<file path="src/verilog/memPipe_params.svh">
// Width and depth macros for the memory exerciser pipeline
// Include in any file that sizes data, addresses or the RAM array

`ifndef MEM_PIPE_PARAMS_SVH
`define MEM_PIPE_PARAMS_SVH

// Width of one RAM word and of each port's write data
`define MEM_DATA_W 16

// Address width for both ports
// Wider values wrap, so 513 lands on word 1
`define MEM_ADDR_W 8

// Number of words in the RAM
`define MEM_DEPTH 256

`endif
</file>
<file path="src/verilog/memPipePkg.sv">
// Shared types for the memory exerciser pipeline
// Modules import this package for opcodes and the command and result structs

`default_nettype none

`include "memPipe_params.svh"

package memPipePkg;

	// Per-port operation carried in every command
	typedef enum logic [1:0] {
		opRead  = 2'd0,
		opWrite = 2'd1,
		opClear = 2'd2
	} memOp;

	// One command drives both RAM ports at once
	// portSel picks which port's read word reaches the output
	typedef struct packed {
		memOp                   opA;
		memOp                   opB;
		logic [`MEM_ADDR_W-1:0] addrA;
		logic [`MEM_ADDR_W-1:0] addrB;
		logic [`MEM_DATA_W-1:0] dataA;
		logic [`MEM_DATA_W-1:0] dataB;
		logic                   portSel;
	} memCmd;

	// Result word as seen at the pipeline output
	// Segments are active low with segment a in bit 0
	typedef struct packed {
		logic [`MEM_DATA_W-1:0] data;
		logic                   portSel;
		logic [6:0]             segments;
	} memResult;

	// Decoded request for one RAM port
	typedef struct packed {
		logic                   we;
		logic [`MEM_ADDR_W-1:0] addr;
		logic [`MEM_DATA_W-1:0] wdata;
	} ramPortReq;

endpackage

`default_nettype wire

</file>
<file path="src/verilog/readbackStage.sv">
// Output stage of the memory pipeline
// Picks the selected port's read word and shows its low nibble on a 7-segment digit
// The result register holds while the consumer is not ready

`timescale 1ns/1ps
`default_nettype none

`include "memPipe_params.svh"

module readbackStage (
	input  logic                   clk,
	input  logic                   rst,
	input  logic                   advance,
	input  logic                   inValid,
	input  logic                   inPortSel,
	input  logic [`MEM_DATA_W-1:0] rdataA,
	input  logic [`MEM_DATA_W-1:0] rdataB,
	output logic                   resValid,
	output memPipePkg::memResult   res
);

	import memPipePkg::*;

	// Result formed from the current RAM outputs
	memResult nextRes;

	// Selected read word
	logic [`MEM_DATA_W-1:0] selData;

	// Hex digit to segment pattern
	// Active low, bit 0 is segment a, bit 6 is segment g
	function automatic logic [6:0] hexSegments(input logic [3:0] nibble);
		logic [6:0] litSegs;
		case (nibble)
			4'h0: litSegs = 7'h3f;
			4'h1: litSegs = 7'h06;
			4'h2: litSegs = 7'h5b;
			4'h3: litSegs = 7'h4f;
			4'h4: litSegs = 7'h66;
			4'h5: litSegs = 7'h6d;
			4'h6: litSegs = 7'h7d;
			4'h7: litSegs = 7'h07;
			4'h8: litSegs = 7'h7f;
			4'h9: litSegs = 7'h6f;
			4'ha: litSegs = 7'h77;
			4'hb: litSegs = 7'h7c;
			4'hc: litSegs = 7'h39;
			4'hd: litSegs = 7'h5e;
			4'he: litSegs = 7'h79;
			default: litSegs = 7'h71;
		endcase
		// Table above lists lit segments as ones
		return ~litSegs;
	endfunction

	// Port select, 0 for A and 1 for B
	assign selData = inPortSel ? rdataB : rdataA;

	// Assemble the result word
	always_comb begin
		nextRes.data = selData;
		nextRes.portSel = inPortSel;
		nextRes.segments = hexSegments(selData[3:0]);
	end

	// Output payload
	// Loaded only when the register is empty or being drained
	always_ff @(posedge clk) begin
		if (advance) begin
			res <= nextRes;
		end
	end

	// Valid drops after a transfer with nothing valid behind it
	// and holds high while stalled
	always_ff @(posedge clk) begin
		if (rst) begin
			resValid <= 1'b0;
		end else if (advance) begin
			resValid <= inValid;
		end
	end

endmodule

`default_nettype wire

</file>
<file path="config.mk">
export PLATFORM = sky130hd
export DESIGN_NAME = readbackStage
export DESIGN_NICKNAME = d
export VERILOG_FILES = /design/src/verilog/memPipePkg.sv /design/src/verilog/readbackStage.sv
export VERILOG_INCLUDE_DIRS = /design/src /design/src/verilog
export SDC_FILE = /design/constraint.sdc
export NUM_CORES = 1
export LEC_CHECK = 0
export BUFFER_PORTS_ARGS = -buffer_cell sky130_fd_sc_hd__buf_2
export CAP_MARGIN = 5
export CORE_MARGIN = 4
export CORE_UTILIZATION = 40
export DETAILED_ROUTE_END_ITERATION = 10
export PLACE_DENSITY = 0.72
export REMOVE_ABC_BUFFERS = 1
export SLEW_MARGIN = 10
export SYNTH_ARGS = -nofsm -noshare
export SYNTH_HDL_FRONTEND = slang
export SYNTH_SLANG_ARGS = --single-unit
</file>
<file path="constraint.sdc">
create_clock -name clk -period 4.1 [get_ports clk]
set_input_delay 0.41 -clock clk [delete_from_list [all_inputs] [get_ports clk]]
set_output_delay 0.41 -clock clk [all_outputs]
set_load 0.02 [all_outputs]
</file>
==> key figures, run 1 <==
Worst setup path
  • Cell depth of the worst setup path: 5
  • Crit path max-delay family: multiplexers
  • Crit. End Element: flop
  • Max stage delay on crit path: 0.56 ns
  • WP data required: 4.15 ns
  • CP Launch Type: primary input
  • Crit-path max FO: 17
  • R2R cell count: 2
  • WP data arrival: 2.34 ns
  • Crit path buffers/inverters: 2
  • Critical path cell sequence: buf_2 -> mux2i_1 -> inv_1 -> ha_1 -> mux4_2
  • Crit Path Category: in2reg
  • CP max stage cell: mux2i_1

Synthesis
  • Yosys reg bits: 25
  • Synth top area share: 59.8%
  • Post-synth cell types: 19
  • Average cell area after synthesis: 16.3 µm²
  • Synth Instances: 74
  • Area leader, netlist: edfxtp_1
  • Post-Syn Area: 1200 µm²
  • Register area share after synthesis: 61.5%
  • Synth warn: 0
  • Synth top area cells: edfxtp_1, mux2_2, ha_1, mux2i_1, mux2i_4

STA
  • RSZ-0062 raised after global routing: false
  • Final setup viols: 0
  • Tightest Pin Transition: 0.552 ns
  • Final min period: 2.29 ns
  • TNS Setup: 0 ns
  • Hold Slack: 0.248 ns
  • Clk_skew: 0 ns
  • Part of the cycle the worst path needs: 55.8%
  • Final WS setup: 1.81 ns
  • Slew margin rel.: 62.1%
  • Final Hold Vio Count: 0
  • Peak Freq: 437 MHz
  • Max Slew Vio Count: 0

Detailed routing
  • Detailed-route via count: 815
  • Residual DRC: 0
  • Drt wl/cell: 13.4 µm
  • Metal3 WL: 238 µm
  • Via/cell ratio: 4.85
  • Top Metal Used: met4
  • Routed wire length: 2250 µm
  • Iteration-0 DRC Markers: 18
  • Met1 WL: 855 µm
  • Pre-antenna DRT Iters: 3
  • ANT nets after route: 0
  • WL met2: 1150 µm

Clocking
  • Clock buffer depth: 2
  • Hold-fix buffers, CTS: 0
  • Postcts setup bufs: 0
  • Total CTS buffers: 3
  • Post-CTS Resized: 0
  • Sink Count: 25
  • Latest clock arrival within the worst-skew pair: 0.30 ns
  • Root Driver: clkbuf_4
  • Reg clk slew, reported paths: 0.12 ns
  • H-tree depth: 1
  • CTS tree: done

Outcome
  • Status: finished, final reports clean

Global routing
  • Vias in the first global route: 831
  • Total track usage: 12.1%
  • First-pass GRT wire length: 3860 µm
  • Pin count of the biggest net entering global routing: 26
  • Grt total ovfl: 0
  • Initial antenna violation count: 0

Floorplan
  • Vert. Die Dim: 62.9 µm
  • Width of the die: 62.9 µm
  • Starting density of the core: 42.6%
  • Cell Rows: 19
  • Io pins: 62
  • Core Region: 2830 µm²
  • DIE AREA: 3950 µm²

Pwr
  • Overall power: 0.000546 W
  • Max VDD drop: 0.000108 V
  • PwrDens: 350 nW/µm²
  • LEAKAGE: 0.696 nW

Min path
  • Hold Crit Depth: 2
  • Hold crit path type: in2reg

Placed design
  • DP Wirelength: 1820 µm
  • Port Buffers: 61
  • Dpl ws: 1.46 ns
  • Routability cong.: 0.724

Layout
  • P&R area growth vs syn: 29.4%
  • Antenna cells: 0
  • Fillers: 239
  • Layout cell share with drive strength beyond 1: 59.1%
  • Fin nets: 181
  • Multi-input gate area: 425 µm²
  • Reg area: 741 µm²
  • Util after Layout: 55.1%

Job
  • Max-capacitance violation count: 0
## cell usage after synthesis
cell type	instances
o22ai_1	3
nor2_1	1
inv_1	4
buf_2	1
o211ai_1	1
buf_6	1
o32ai_1	1
edfxtp_1	24
nand3_1	3
dfxtp_1	1
mux2i_4	2
mux4_2	1
ha_1	6
o31ai_1	1
mux2i_1	7
inv_2	2
mux2_2	12
nand2_1	2
xnor2_1	1
## worst reg2reg max path: cells and delay by family (launching register included)
kind,cells,cell delay [ns]
simple gates,1,0.05
flops,1,0.33
mux,1,0.12
## placed cells by master, fill, tap and decap left out, types with 2 or more instances in the layout
cell type,synthesis,routed
o22ai_1,3,3
edfxtp_1,24,24
ha_1,6,6
mux2_2,12,12
inv_2,2,2
buf_2,1,61
mux2i_1,7,7
clkbuf_4,0,3
nand3_1,3,3
mux2i_4,2,2
nand2_1,2,2
inv_1,4,4
## flip-flops by register name (all words and copies together) (netlist names)
| signal | count |
|---|---|
| resValid | 1 |
| res | 24 |
## through the flow
step / std cells / area [µm²]
floorplan: 72 / 1190
global placement: 164 / 1530
detailed placement: 164 / 1530
CTS: 168 / 1560
global route: 168 / 1560
finish: 168 / 1560
## layer usage
layer	vias up	track usage (%)
li1	409	-
met1	364	12.8
met5	-	0
met4	0	3.31
met3	2	5.40
met2	40	21.7
## cell type report
type | instances | share of cell area (%)
Clock buffer | 4 | 1.69
Inverter | 6 | 1.44
Multi-Input combinational cell | 41 | 27.3
Sequential cell | 25 | 47.5
Tap cell | 31 | 2.49
Timing Repair Buffer | 61 | 19.6
## worst paths after layout
path                                  to  slack [ns]  startpoint
worst max-delay path              res[3]        1.81   inPortSel
worst min-delay path            resValid        0.25         rst
worst max register to register  resValid        3.51    resValid
worst min register to register  resValid        0.51    resValid
## logic make-up (layout without fill, tap and decap cells)
kind of cell	Yosys count	after routing	share of synthesized area [%]
flops	25	25	61.5
compound gates	6	6	3.53
fa+ha+maj	6	6	6.23
xor+xnor	1	1	0.727
buf+inv	8	71	3.22
mux	22	22	22.6
simple gates	6	6	2.18
## power breakdown
group / switching [W] / total [W] / internal, W
combinational: 0.0000758 / 0.000130 / 0.0000542
clock: 0.0000634 / 0.000101 / 0.0000378
sequential: 0.00000540 / 0.000315 / 0.000309
Note: power is estimated with default switching activity, not from simulation.
==> run 2: changes to the inputs <==
- PLACE_DENSITY: 0.72 -> 0.75
- clock period: 4.1 -> 1.95 ns (I/O delays scaled with it)
==> key figures, run 2 (same netlist as run 1, synthesis figures left out) <==
Outcome
  • Status: finished, final reports clean

Clocking
  • Sink Count: 25
  • Post-CTS Resized: 0
  • Clock buffer depth: 2
  • CTS tree: done
  • Root Driver: clkbuf_4
  • Total CTS buffers: 3
  • H-tree depth: 1
  • Latest clock arrival within the worst-skew pair: 0.30 ns
  • Hold-fix buffers, CTS: 0
  • Reg clk slew, reported paths: 0.13 ns
  • Postcts setup bufs: 0

Worst setup path
  • Cell depth of the worst setup path: 5
  • Crit path buffers/inverters: 2
  • WP data arrival: 1.48 ns
  • CP Launch Type: primary input
  • R2R cell count: 2
  • Crit Path Category: in2reg
  • Critical path cell sequence: buf_2 -> mux2i_1 -> inv_1 -> ha_1 -> mux4_2
  • Crit path max-delay family: multiplexers
  • Crit-path max FO: 5
  • Max stage delay on crit path: 0.48 ns
  • CP max stage cell: mux4_2
  • WP data required: 2.00 ns
  • Crit. End Element: flop

Floorplan
  • Starting density of the core: 42.6%
  • DIE AREA: 3950 µm²
  • Vert. Die Dim: 62.9 µm
  • Core Region: 2830 µm²
  • Cell Rows: 19
  • Io pins: 62
  • Width of the die: 62.9 µm

Detailed routing
  • ANT nets after route: 0
  • Pre-antenna DRT Iters: 4
  • Drt wl/cell: 13.8 µm
  • Iteration-0 DRC Markers: 34
  • Via/cell ratio: 5.02
  • Residual DRC: 0
  • Routed wire length: 2390 µm
  • Detailed-route via count: 869

Pwr
  • LEAKAGE: 0.723 nW
  • Switching power: 0.000311 W
  • Comb power frac: 24.7%
  • Sw Ratio: 26.8%
  • Max VDD drop: 0.000308 V
  • Flop pwr share: 57.0%
  • Int Pwr: 0.000849 W
  • Clock share of power: 18.3%
  • PwrDens: 725 nW/µm²

STA
  • RSZ-0062 raised after global routing: false
  • Tightest Pin Transition: 0.533 ns
  • Clk_skew: 0 ns
  • Part of the cycle the worst path needs: 73.5%
  • Final setup viols: 0
  • Final Hold Vio Count: 0
  • TNS Setup: 0 ns
  • Max Slew Vio Count: 0
  • Peak Freq: 698 MHz
  • Hold Slack: 0.115 ns
  • Final min period: 1.43 ns
  • Slew margin rel.: 64.4%

Layout
  • Largest registers: res x24, resValid x1
  • Commonest non-fill, non-tap cell in the layout: buf_2
  • Largest register FFs: 24
  • Fin nets: 186
  • P&R area growth vs syn: 32.8%
  • Antenna cells: 0
  • Layout cell share with drive strength beyond 1: 60.6%
  • Commonest non-fill, non-tap cells in the layout: buf_2, edfxtp_1, mux2_2
  • Biggest register: res

Placed design
  • Routability cong.: 0.819
  • DP Wirelength: 2000 µm
  • Port Buffers: 61

Min path
  • Hold crit path type: in2reg
  • Hold Crit Depth: 3

Global routing
  • Total track usage: 11.9%
  • Pin count of the biggest net entering global routing: 26
  • First-pass GRT wire length: 3700 µm
  • Grt total ovfl: 0
  • Vias in the first global route: 831
  • Initial antenna violation count: 0

Job
  • Max-capacitance violation count: 0
[run 2: cell types whose count changed in the layout (fill, tap and decap cells not counted)]
cell           previous run  this run
clkinv_2                  0         1
buf_4                     0         4
dlygate4sd3_1             0         1
clkbuf_1                  1         0
[run 2: stage by stage]
stage               instances  setup WS, ns  util, %  cell area (µm²)  power, W
floorplan                  72         0.210        -             1190  0.000836
global placement          168         0.231     55.2             1560  0.000956
detailed placement        168         0.181     55.2             1560  0.000964
CTS                       172         0.513     56.2             1590   0.00117
global route              173         0.463     56.6             1600   0.00123
finish                    173         0.517     56.6             1600   0.00116
[run 2: area by class of cell]
cell class	instances	area, µm²
clock buffer	3	22.5
clock inverter	1	5.00
fill	234	1230
inverter	6	22.5
multi-input combinational	41	425
sequential	25	741
tap	31	38.8
timing repair buffer	66	345
[run 2: routing by layer]
layer  routed length (µm)  global-route usage (%)  part of all wire, %  up-vias
li1                     -                       -                    -      418
met5                    0                       0                    0        -
met4                   12                    4.13                 0.50        0
met2                 1180                    20.0                   49       49
met1                  923                    12.5                   39      400
met3                  276                    6.47                   12        2
[run 2: path summary, 6_finish.rpt]
kind,startpoint,to,slack (ns)
setup reg to reg,resValid,resValid,1.37
hold / removal,inValid,resValid,0.11
hold reg to reg,resValid,resValid,0.51
setup / recovery,inPortSel,res[3],0.52
[run 2: worst min-delay path: stages]
cell,delay [ns]
buf_2,0.08
mux2i_1,0.05
nor2_1,0.07
[run 2: power by group through the flow]
| stage | Clock [W] | Combinational, W | Sequential, W |
|---|---|---|---|
| 3_5_place_dp | 0 | 0.000289 | 0.000675 |
| 3_3_place_gp | 0 | 0.000281 | 0.000675 |
| 5_1_grt | 0.000254 | 0.000308 | 0.000666 |
| 2_1_floorplan | 0 | 0.0000901 | 0.000746 |
| 6_report | 0.000213 | 0.000286 | 0.000662 |
| 4_1_cts | 0.000222 | 0.000289 | 0.000663 |
