--- config.mk ---
export PLATFORM = sky130hd
export DESIGN_NAME = cmdStage
export DESIGN_NICKNAME = d
export VERILOG_FILES = /design/src/verilog/memPipePkg.sv /design/src/verilog/cmdStage.sv
export VERILOG_INCLUDE_DIRS = /design/src /design/src/verilog
export SDC_FILE = /design/constraint.sdc
export NUM_CORES = 1
export LEC_CHECK = 0
export ABC_AREA = 0
export BUFFER_PORTS_ARGS = -buffer_cell sky130_fd_sc_hd__buf_2
export CAP_MARGIN = 20
export CELL_PAD_IN_SITES_DETAIL_PLACEMENT = 1
export CELL_PAD_IN_SITES_GLOBAL_PLACEMENT = 2
export CORE_MARGIN = 4
export CORE_UTILIZATION = 32
export CTS_BUF_LIST = sky130_fd_sc_hd__clkbuf_2 sky130_fd_sc_hd__clkbuf_4 sky130_fd_sc_hd__clkbuf_8
export DETAILED_ROUTE_END_ITERATION = 10
export GPL_ROUTABILITY_DRIVEN = 0
export GPL_TIMING_DRIVEN = 0
export PLACE_DENSITY_LB_ADDON = 0.08
export SLEW_MARGIN = 25
export SYNTH_ARGS = -nofsm -noshare
export SYNTH_HDL_FRONTEND = slang
export SYNTH_SLANG_ARGS = --single-unit
--- constraint.sdc ---
create_clock -name clk -period 2.7 [get_ports clk]
set_clock_uncertainty 0.05 [all_clocks]
set_input_delay 0.135 -clock clk [delete_from_list [all_inputs] [get_ports clk]]
set_output_delay 0.135 -clock clk [all_outputs]
set_load 0.02 [all_outputs]
--- src/verilog/memPipe_params.svh ---
// Width and depth macros for the memory exerciser pipeline
// Include in any file that sizes data, addresses or the RAM array

`ifndef MEM_PIPE_PARAMS_SVH
`define MEM_PIPE_PARAMS_SVH

// Width of one RAM word and of each port's write data
`define MEM_DATA_W 16

// Address width for both ports
// Wider values wrap, so 513 lands on word 1
`define MEM_ADDR_W 8

// Number of words in the RAM
`define MEM_DEPTH 256

`endif
--- src/verilog/memPipePkg.sv ---
// Shared types for the memory exerciser pipeline
// Modules import this package for opcodes and the command and result structs

`default_nettype none

`include "memPipe_params.svh"

package memPipePkg;

	// Per-port operation carried in every command
	typedef enum logic [1:0] {
		opRead  = 2'd0,
		opWrite = 2'd1,
		opClear = 2'd2
	} memOp;

	// One command drives both RAM ports at once
	// portSel picks which port's read word reaches the output
	typedef struct packed {
		memOp                   opA;
		memOp                   opB;
		logic [`MEM_ADDR_W-1:0] addrA;
		logic [`MEM_ADDR_W-1:0] addrB;
		logic [`MEM_DATA_W-1:0] dataA;
		logic [`MEM_DATA_W-1:0] dataB;
		logic                   portSel;
	} memCmd;

	// Result word as seen at the pipeline output
	// Segments are active low with segment a in bit 0
	typedef struct packed {
		logic [`MEM_DATA_W-1:0] data;
		logic                   portSel;
		logic [6:0]             segments;
	} memResult;

	// Decoded request for one RAM port
	typedef struct packed {
		logic                   we;
		logic [`MEM_ADDR_W-1:0] addr;
		logic [`MEM_DATA_W-1:0] wdata;
	} ramPortReq;

endpackage

`default_nettype wire

--- src/verilog/cmdStage.sv ---
// Input stage of the memory pipeline
// Registers one command per transfer and decodes it into two RAM port requests

`timescale 1ns/1ps
`default_nettype none

module cmdStage (
	input  logic                  clk,
	input  logic                  rst,
	input  logic                  advance,
	input  logic                  cmdValid,
	input  memPipePkg::memCmd     cmd,
	output memPipePkg::ramPortReq reqA,
	output memPipePkg::ramPortReq reqB,
	output logic                  stValid,
	output logic                  stPortSel
);

	import memPipePkg::*;

	// Captured command, payload only
	memCmd cmdReg;

	// Set when cmdReg holds a command that still has to reach the RAM
	logic validReg;

	// Valid flag follows the handshake
	// cmdReady equals advance, so a capture here is a transfer
	always_ff @(posedge clk) begin
		if (rst) begin
			validReg <= 1'b0;
		end else if (advance) begin
			validReg <= cmdValid;
		end
	end

	// Payload is loaded on every advance, valid or not
	always_ff @(posedge clk) begin
		if (advance) begin
			cmdReg <= cmd;
		end
	end

	// Port A decode
	// Write and clear both write, clear forces zero data
	always_comb begin
		reqA.addr = cmdReg.addrA;
		reqA.we = validReg && (cmdReg.opA == opWrite || cmdReg.opA == opClear);
		if (cmdReg.opA == opClear) begin
			reqA.wdata = '0;
		end else begin
			reqA.wdata = cmdReg.dataA;
		end
	end

	// Port B decode, same rules as port A
	always_comb begin
		reqB.addr = cmdReg.addrB;
		reqB.we = validReg && (cmdReg.opB == opWrite || cmdReg.opB == opClear);
		if (cmdReg.opB == opClear) begin
			reqB.wdata = '0;
		end else begin
			reqB.wdata = cmdReg.dataB;
		end
	end

	// Sideband travels with the requests into the RAM stage
	assign stValid = validReg;
	assign stPortSel = cmdReg.portSel;

endmodule

`default_nettype wire

==> results.md, run 1 <==
- Status: completed
- Gr usage total: 0.130
- Root Driver: clkbuf_8
- Slew Limit Headroom: 0.548
- Clock slew at reported path FFs: 0.09 ns
- Die width: 88.6 um
- LEAKAGE: approximately 1.5 nW
- Vias per inst: 4.09
- Yosys warns: 0
- Area added between synthesis and finish: 62.6%
- Crit share post-route: 0.588
- GRT Residual Overflow: 0
- Peak Freq: 0.630 GHz
- Crit path required time: 2.52 ns
- RSZ-0062 raised after global routing: no
- Drt wl/cell: roughly 14 um
- Post-Synthesis Cells: 112
- Seq/Total Area, Yosys: 0.775
- Tmin final: between 1.5 and 2 ns
- Number of global-route vias before repair: 1639
- Number of antenna diodes: 0
- Top-Level Pins: 109
- Power Density: 575 nW/um^2
- Die area: 7850 sq um
- Starting density of the core: 0.329
- CTS Sinks: between 50 and 60
- Port Buffers: roughly 110
- FP Rows: 29
- Setup bufs post-CTS: 0
- Vias: 1470
- Number of fill cells: 645
- Fraction of layout cells with a size suffix above 1: 0.567
- Count of final setup violators: 0
- Detailed Routing Iterations Pass 1: 4
- Max Cap Violations: 0
- DP HPWL: 3.24 mm
- Critical Path Source Type: register
- Final wirelength: 4.91 mm
- First-pass GRT wire length: 7.60 mm
- Synthesized cell area: 2080 sq um
- DRT antenna net count: 0
- Largest net degree at the start of global routing: 55
- Avg Inst Size Synth: 18.6 sq um
- Initial antenna violation count: 0
- Final hold slack: approximately 0.057 ns
- Pins Over Slew Limit: 0
- Core area: 6310 sq um
- Worst Tran Pin Value: between 0.6 and 0.7 ns
- Num CTS Buffers: 5
- Tightest Hold Check Type: in -> reg
- Seq cells post-synth: 54
- WS Path Type: reg -> out
- Worst path arrival time: 1.40 ns
- Critical Path Fanout Max: 10
- Final #Nets: 340
- H-tree depth: 2
- Setup TNS: 0 ns
- Worst vdd ir: 0.000291 V
- Hold Violations, Final: 0
- CTS tree: yes
- CP Capture Type: primary output
- DRC Markers: 0
- Worst-Skew Late Latency: 0.29 ns
- 1st-iter DRT viols: 93
- Yosys cell types: 11
- Die Y-Extent: 88.6 um
- Clk buf depth: 2
- Syn Nets: 171
==> cell families after synthesis <==
logic type    count (synthesis)  synth area share
flops                        54             0.775
fa+ha+maj                     2            0.0120
simple gates                 35             0.135
buf+inv                      20            0.0722
mux                           1           0.00482
==> what timing repair did <==
item                      4_1_cts  5_1_grt
hold endpoints to repair       54        0
gates resized for setup         0        0
hold buffers                   54        0
==> cell usage in the layout (no fill, tap or decap), types with 2 or more instances in the layout <==
| cell type | n |
|---|---|
| ha_1 | 2 |
| edfxtp_1 | 53 |
| dlygate4sd3_1 | 54 |
| and2b_2 | 12 |
| clkbuf_8 | 6 |
| nor2b_1 | 8 |
| nor2b_2 | 14 |
| inv_1 | 2 |
| buf_2 | 107 |
| buf_4 | 17 |
| buf_6 | 2 |
==> report_power, final <==
group / internal [mW] / switching (mW) / total [mW] / leakage (nW)
logic: 0.187 / 0.185 / 0.372 / 0.913
clock network: 0.313 / 0.252 / 0.565 / 0.0619
registers: 0.992 / 0.0150 / 1.01 / 0.527
==> stage by stage <==
| stage | instance area, sq um | total power [mW] | std cells | utilization | setup WS, ns |
|---|---|---|---|---|---|
| global placement | 2720 | 1.33 | 297 | 0.430 | 1.22 |
| floorplan | 2080 | 1.20 | 112 | - | 1.46 |
| CTS | 3380 | 1.97 | 359 | 0.535 | 1.05 |
| detailed placement | 2720 | 1.34 | 297 | 0.430 | 1.39 |
| global route | 3380 | 2.05 | 359 | 0.535 | 0.968 |
| finish | 3380 | 1.94 | 359 | 0.535 | 1.11 |
==> area by class of cell <==
class / instances / area, sq um / share of cell area
plain buffers: 18 / 143 / 0.0422
well taps: 77 / 96.3 / 0.0285
multi-input cells: 38 / 317 / 0.0937
clock inverters: 1 / 30.0 / 0.00889
clock buffers: 7 / 90.1 / 0.0267
inverters: 2 / 7.51 / 0.00222
repair buffers: 162 / 1080 / 0.321
flip-flops and latches: 54 / 1610 / 0.477
==> worst max-delay path: stages (launching register included) <==
cell	delay [ns]
edfxtp_1	0.37
inv_1	0.06
ha_1	0.27
buf_6	0.19
nor2b_1	0.06
buf_2	0.15
==> state kept, by name (all words and copies together), names as in the netlist <==
name	flops
stPortSel	1
stValid	1
reqB	8
cmdReg	36
reqA	8
==> final timing paths <==
kind / startpoint / end / slack, ns / cells after the start
worst min-delay path: cmdValid / stValid / 0.06 / 3
worst max-delay path: cmdReg[49] / reqB[14] / 1.11 / 5
worst max register to register: stValid / stValid / 2.01 / 2
worst min register to register: stValid / stValid / 0.52 / 2
==> Yosys cell counts <==
cell type  number  area share
and2b_2        12       0.051
buf_6           2       0.011
dfxtp_1         1      0.0096
nor2_1          1      0.0018
inv_1           2      0.0036
edfxtp_1       53        0.77
nor2b_1         8       0.024
ha_1            2       0.012
buf_4          16       0.058
nor2b_2        14       0.059
mux2i_1         1      0.0048
==> layer usage <==
| metal | vias up | GRT usage | share of wire |
|---|---|---|---|
| met2 | 62 | 0.249 | 0.56 |
| li1 | 710 | - | - |
| met3 | 9 | 0.0438 | 0.075 |
| met5 | - | 0 | 0 |
| met4 | 0 | 0.0453 | 0.024 |
| met1 | 689 | 0.128 | 0.34 |
(Power assumes the default switching activity.)
==> run 2: changes to the inputs <==
--- a/config.mk
+++ b/config.mk
@@ -12,7 +12,7 @@
 export CELL_PAD_IN_SITES_DETAIL_PLACEMENT = 1
 export CELL_PAD_IN_SITES_GLOBAL_PLACEMENT = 2
 export CORE_MARGIN = 4
-export CORE_UTILIZATION = 32
+export CORE_UTILIZATION = 27
 export CTS_BUF_LIST = sky130_fd_sc_hd__clkbuf_2 sky130_fd_sc_hd__clkbuf_4 sky130_fd_sc_hd__clkbuf_8
 export DETAILED_ROUTE_END_ITERATION = 10
 export GPL_ROUTABILITY_DRIVEN = 0
==> constraint.sdc (replaced) <==
create_clock -name clk -period 1.3 [get_ports clk]
set_clock_uncertainty 0.05 [all_clocks]
set_input_delay 0.065 -clock clk [delete_from_list [all_inputs] [get_ports clk]]
set_output_delay 0.065 -clock clk [all_outputs]
set_load 0.02 [all_outputs]
==> run 2 against run 1 <==
Effect of this change:
- the flow now finishes with violations (setup timing)
- count of clock-buffer cells in the layout fell by 2
- non-clock buffer count grew 2
- critical path type unchanged
- worst setup slack got worse by 1.3 ns
- hold slack improved by 0.23 ns
- largest power group unchanged
- combinational power increased to 2.7 times the previous value
- sequential power is 110% higher
- critical endpoint is now reqA[6]
==> results.md, run 2 (synthesis results as in run 1) <==
- Status: finished with violations (was completed)
- Failing checks: setup timing
- CTS Sinks: 54 (unchanged)
- RSZ-0062 raised after global routing: yes (was no)
- Num CTS Buffers: 5 (unchanged)
- Slowest CP cell: edfxtp_1 (unchanged)
- Reg-to-reg slack, setup: 0.62 ns (was 2.01 ns)
- Tmin final: around 1.5 ns
- Cell depth of the worst setup path: 4 (was 5)
- H-tree depth: 2 (unchanged)
- FF/Latch Area: 1610 sq um (unchanged)
- Final #Nets: 342 (was 340)
- Port Buffers: 108 (unchanged)
- Worst-Skew Late Latency: 0.30 ns (was 0.29 ns)
- WP buf/inv: 2 (was 3)
- Area of the multi-input gates: 459 sq um (was 317 sq um)
- Die area: 9170 sq um (was 7850 sq um)
- Crit share post-route: 1.15
- Pins Over Slew Limit: 0 (unchanged)
- Final wirelength: 5.35 mm (was 4.91 mm)
- Number of antenna diodes: 0 (unchanged)
- Vias: 1481 (was 1470)
- Gr usage total: 0.113 (was 0.130)
- 1st-iter DRT viols: 23 (was 93)
- Initial antenna violation count: 0 (unchanged)
- Die Y-Extent: 95.7 um (was 88.6 um)
- Clk buf depth: 2 (unchanged)
- Slew Limit Headroom: 0.534 (was 0.548)
- Root Driver: clkbuf_8 (unchanged)
- Max Cap Violations: 0 (unchanged)
- WS Path Type: reg -> out (unchanged)
- Top reg by flops: cmdReg (unchanged)
- Placed cell areas: 2750 sq um (was 2720 sq um)
- LEAKAGE: 1.64 nW (was 1.50 nW)
- CTS tree: yes (unchanged)
- Hold path depth: 1 (was 3)
- Detailed Routing Iterations Pass 1: 3 (was 4)
- Critical Path Fanout Max: 10 (unchanged)
- DRT antenna net count: 0 (unchanged)
- Critical-path cell list: ha_4 -> buf_12 -> nor2b_2 -> buf_4 (was inv_1 -> ha_1 -> buf_6 -> nor2b_1 -> buf_2)
- Layout Cells excl Fill: 383 (was 359)
- Worst vdd ir: 0.000564 V (was 0.000291 V)
- DP HPWL: 3.43 mm (was 3.24 mm)
- Number of global-route vias before repair: 1630 (was 1639)
- Top-Level Pins: 109 (unchanged)
- Die width: 95.7 um (was 88.6 um)
- Critical Path Source Type: register (unchanged)
- Final hold slack: 0.287 ns (was 0.0574 ns)
- Power Density: 1070 nW/um^2 (was 575 nW/um^2)
- GRT Residual Overflow: 0 (unchanged)
- Worst Tran Pin Value: 0.698 ns (was 0.678 ns)
- Dpl cells: 319 (was 297)
- First-pass GRT wire length: 7.78 mm (was 7.60 mm)
- R2r worst-path depth: 2 (unchanged)
- Final setup margin: -0.189 ns (was 1.11 ns)
- Place WS: 0.0316 ns (was 1.39 ns)
- Crit path required time: 1.19 ns (was 2.52 ns)
- Count of final setup violators: 34 (was 0)
- FP Rows: 31 (was 29)
- Area added between synthesis and finish: 81.2% (was 62.6%)
- Drt wl/cell: 14.0 um (was 13.7 um)
- Number of fill cells: 737 (was 645)
- Setup bufs post-CTS: 0 (unchanged)
- Starting density of the core: 0.282 (was 0.329)
- Hold Violations, Final: 0 (unchanged)
- Commonest non-fill, non-tap cell in the layout: buf_2 (unchanged)
- CP max stage delay: 0.44 ns (was 0.37 ns)
- Largest net degree at the start of global routing: 55 (unchanged)
- CP Capture Type: primary output (unchanged)
- DRC Markers: 0 (unchanged)
- Peak Freq: 0.672 GHz
- Setup TNS: -4.80 ns (was 0 ns)
- Most frequent cells in the layout: 73 x buf_2, 55 x dlygate4sd3_1, 53 x edfxtp_1 (was 107 x buf_2, 54 x dlygate4sd3_1, 53 x edfxtp_1)
- Fraction of layout cells with a size suffix above 1: 0.595 (was 0.567)
- Largest register FFs: 36 (unchanged)
- Top delay family on crit path: flip-flops (was buffers and inverters)
- Tightest Hold Check Type: in -> reg (unchanged)
- Worst path arrival time: 1.37 ns (was 1.40 ns)
- Clock slew at reported path FFs: 0.09 ns (about the same)
- Design area: 3770 sq um (was 3380 sq um)
- Core area: 7370 sq um (was 6310 sq um)
- Vias per inst: 3.87 (was 4.09)
==> run 2: path summary, 6_finish.rpt <==
kind | startpoint | end
min | advance | reqB[23]
min reg2reg | stValid | stValid
max | cmdReg[52] | reqA[6]
max reg2reg | stValid | stValid
==> run 2: report_power, final <==
part | total, mW | switching (mW) | leakage (nW) | internal [mW]
logic | 1.02 | 0.442 | 1.08 | 0.582
registers | 2.10 | 0.0387 | 0.527 | 2.06
clock network | 0.888 | 0.526 | 0.0407 | 0.362
total | 4.01 | 1.01 | 1.64 | 3.01
==> run 2: what timing repair did <==
item	in CTS	in global routing
pin swaps	1	2
endpoints found under the setup margin	34	34
hold endpoints to repair	54	0
hold buffers	55	0
resized for setup	64	35
cloned	0	1
==> run 2: layer usage <==
| metal | track usage | vias up | part of all wire |
|---|---|---|---|
| met1 | 0.115 | 708 | 0.34 |
| li1 | - | 713 | - |
| met5 | 0 | - | 0 |
| met3 | 0.0360 | 6 | 0.069 |
| met2 | 0.220 | 54 | 0.58 |
| met4 | 0.0320 | 0 | 0.011 |
==> run 2: area by class of cell <==
| cell class | instances | share of cell area |
|---|---|---|
| Timing Repair Buffer | 164 | 0.351 |
| Clock buffer | 5 | 0.0183 |
| Inverter | 2 | 0.00199 |
| Multi-Input combinational cell | 38 | 0.122 |
| Clock inverter | 3 | 0.00299 |
| Buffer | 18 | 0.0425 |
| Tap cell | 99 | 0.0329 |
| Sequential cell | 54 | 0.428 |
==> run 2: through the flow <==
stage	utilization	power [mW]
2_1_floorplan	-	2.50
3_3_place_gp	0.372	2.77
3_5_place_dp	0.372	2.79
4_1_cts	0.489	3.96
5_1_grt	0.511	4.21
6_report	0.511	4.01
==> run 3: changes to the inputs <==
--- a/config.mk
+++ b/config.mk
@@ -18,7 +18,8 @@
 export GPL_ROUTABILITY_DRIVEN = 0
 export GPL_TIMING_DRIVEN = 0
 export PLACE_DENSITY_LB_ADDON = 0.08
-export SLEW_MARGIN = 25
+export REMOVE_ABC_BUFFERS = 1
+export SLEW_MARGIN = 10
 export SYNTH_ARGS = -nofsm -noshare
 export SYNTH_HDL_FRONTEND = slang
 export SYNTH_SLANG_ARGS = --single-unit
==> run 3 against run 2 <==
Effect of this change:
- power rose by 2.7%
- register-to-register slack lost 0.03 ns
- critical endpoint is now reqB[11]
- core utilization is 2.9 points lower
- via count fell by 1.7%
- highest routed layer unchanged
- count of clock-buffer cells in the layout grew 2
- the run still ends with setup timing left
- cell area fell by 5.6%
==> results.md, run 3 (synthesis results as in run 1) <==
- Largest net degree at the start of global routing: 55 (unchanged)
- Gr usage total: 0.113 (about the same)
- Power Density: 1160 nW/um^2 (was 1070 nW/um^2)
- Worst Tran Pin Value: 0.420 ns (was 0.698 ns)
- Number of global-route vias before repair: 1641 (was 1630)
- Commonest non-fill, non-tap cell in the layout: buf_2 (unchanged)
- DRC Markers: 0 (unchanged)
- Final setup margin: -0.190 ns (was -0.189 ns)
- Total net switching power: 964 uW (was 1.01 mW)
- WS Path Type: reg -> out (unchanged)
- FP Rows: 31 (unchanged)
- Final hold slack: 0.167 ns (was 0.287 ns)
- 1st-iter DRT viols: 43 (was 23)
- Int Power: 3.16 mW (was 3.01 mW)
- Area added between synthesis and finish: 71.1% (was 81.2%)
- CTS Sinks: 54 (unchanged)
- Top reg by flops: cmdReg (unchanged)
- Share of power burned in registers: 0.509 (was 0.523)
- Part of the power in the clock network: 0.276 (was 0.221)
- Final wirelength: 5.27 mm (was 5.35 mm)
- Status: finished with violations (unchanged)
- Tmin final: 1.49 ns (about the same)
- Comb power frac: 0.216 (was 0.255)
- Critical Path Source Type: register (unchanged)
- Port Buffers: 108 (unchanged)
- RSZ-0062 raised after global routing: yes (unchanged)
- H-tree depth: 2 (unchanged)
- Clock slew at reported path FFs: 0.09 ns (about the same)
- Clk buf depth: 2 (unchanged)
- Setup TNS: -4.33 ns (was -4.80 ns)
- Drt wl/cell: 14.1 um (was 14.0 um)
- Layout Cells excl Fill: 373 (was 383)
- Detailed Routing Iterations Pass 1: 2 (was 3)
- Sw Ratio: 0.234 (was 0.251)
- Worst path arrival time: 1.38 ns (was 1.37 ns)
- Fraction of layout cells with a size suffix above 1: 0.573 (was 0.595)
- LEAKAGE: 1.53 nW (was 1.64 nW)
- Vias per inst: 3.90 (was 3.87)
- Peak Freq: 0.671 GHz (was 0.672 GHz)
- Core area: 7370 sq um (unchanged)
- Die width: 95.7 um (unchanged)
- Num CTS Buffers: 5 (unchanged)
- Starting density of the core: 0.282 (unchanged)
- Total power: 4.12 mW (was 4.01 mW)
- Final #Nets: 332 (was 342)
- First-pass GRT wire length: 7.78 mm (unchanged)
- Most frequent cells in the layout: 80 x buf_2, 55 x dlygate4sd3_1, 53 x edfxtp_1 (was 73 x buf_2, 55 x dlygate4sd3_1, 53 x edfxtp_1)
- Tightest Hold Check Type: in -> reg (unchanged)
- Dpl cells: 301 (was 319)
- Die area: 9170 sq um (unchanged)
- CP Capture Type: primary output (unchanged)
- Largest register FFs: 36 (unchanged)
- Vias: 1456 (was 1481)
- Pins Over Slew Limit: 0 (unchanged)
- Top-Level Pins: 109 (unchanged)
- Die Y-Extent: 95.7 um (unchanged)
- Failing checks: setup timing (unchanged)
- Worst-Skew Late Latency: 0.30 ns (about the same)
- CTS tree: yes (unchanged)
- Hold Violations, Final: 0 (unchanged)
- DRT antenna net count: 0 (unchanged)
- Worst vdd ir: 0.000583 V (was 0.000564 V)
- Initial antenna violation count: 0 (unchanged)
- Number of antenna diodes: 0 (unchanged)
- Crit share post-route: 1.15 (about the same)
- DP HPWL: 3.22 mm (was 3.43 mm)
- Root Driver: clkbuf_8 (unchanged)
- Crit path required time: 1.19 ns (about the same)
- GRT Residual Overflow: 0 (unchanged)
- Count of final setup violators: 34 (unchanged)
- Slew Limit Headroom: 0.720 (was 0.534)
- Critical Path Fanout Max: 13 (was 10)
- Max Cap Violations: 0 (unchanged)
==> run 3: final cells by class <==
class                   count  area, sq um
well taps                  99          124
flip-flops and latches     54         1610
inverters                   2         7.51
multi-input cells          38          387
repair buffers            172         1310
clock buffers               7         83.8
fillers                   762         3810
clock inverters             1         30.0
==> run 3: per-stage QoR <==
| stage | utilization | instance area, sq um | setup slack [ns] |
|---|---|---|---|
| after global routing | 0.483 | 3560 | -0.255 |
| after detailed placement | 0.353 | 2600 | -0.309 |
| after CTS | 0.464 | 3420 | -0.209 |
| after floorplan | - | 1940 | 0.0321 |
| after global placement | 0.353 | 2600 | -0.237 |
| final | 0.483 | 3560 | -0.190 |
==> run 3: power by group through the flow <==
stage	clock network (mW)	logic [mW]	registers, mW
finish	1.14	0.889	2.10
global route	1.24	0.948	2.11
CTS	1.18	0.815	2.10
detailed placement	0	0.593	2.13
global placement	0	0.580	2.13
floorplan	0	0.257	2.18
==> run 3: per-layer routing <==
metal | up-vias | part of all wire | global-route usage
met1 | 693 | 0.34 | 0.111
met5 | - | 0 | 0
li1 | 695 | - | -
met4 | 0 | 0.0091 | 0.0320
met3 | 7 | 0.063 | 0.0344
met2 | 61 | 0.59 | 0.223
==> run 3: repair_timing <==
item	4_1_cts	5_1_grt
setup endpoints to repair	34	34
pin swaps	2	1
buffers inserted	6	2
hold endpoints to repair	54	0
hold buffers	55	0
gates resized for setup	37	26
==> run 3: worst max-delay path: stages (launching register included) <==
cell and delay (ns):
edfxtp_1 0.43, ha_4 0.23, buf_4 0.15, nor2b_2 0.13
buf_6 0.13
==> run 3: final timing paths <==
kind / startpoint / to / slack [ns] / depth (start not counted)
setup reg to reg: stValid / stValid / 0.59 / 2
hold reg to reg: stValid / stValid / 0.54 / 2
hold / removal: advance / reqB[16] / 0.17 / 1
setup / recovery: cmdReg[50] / reqB[11] / -0.19 / 4
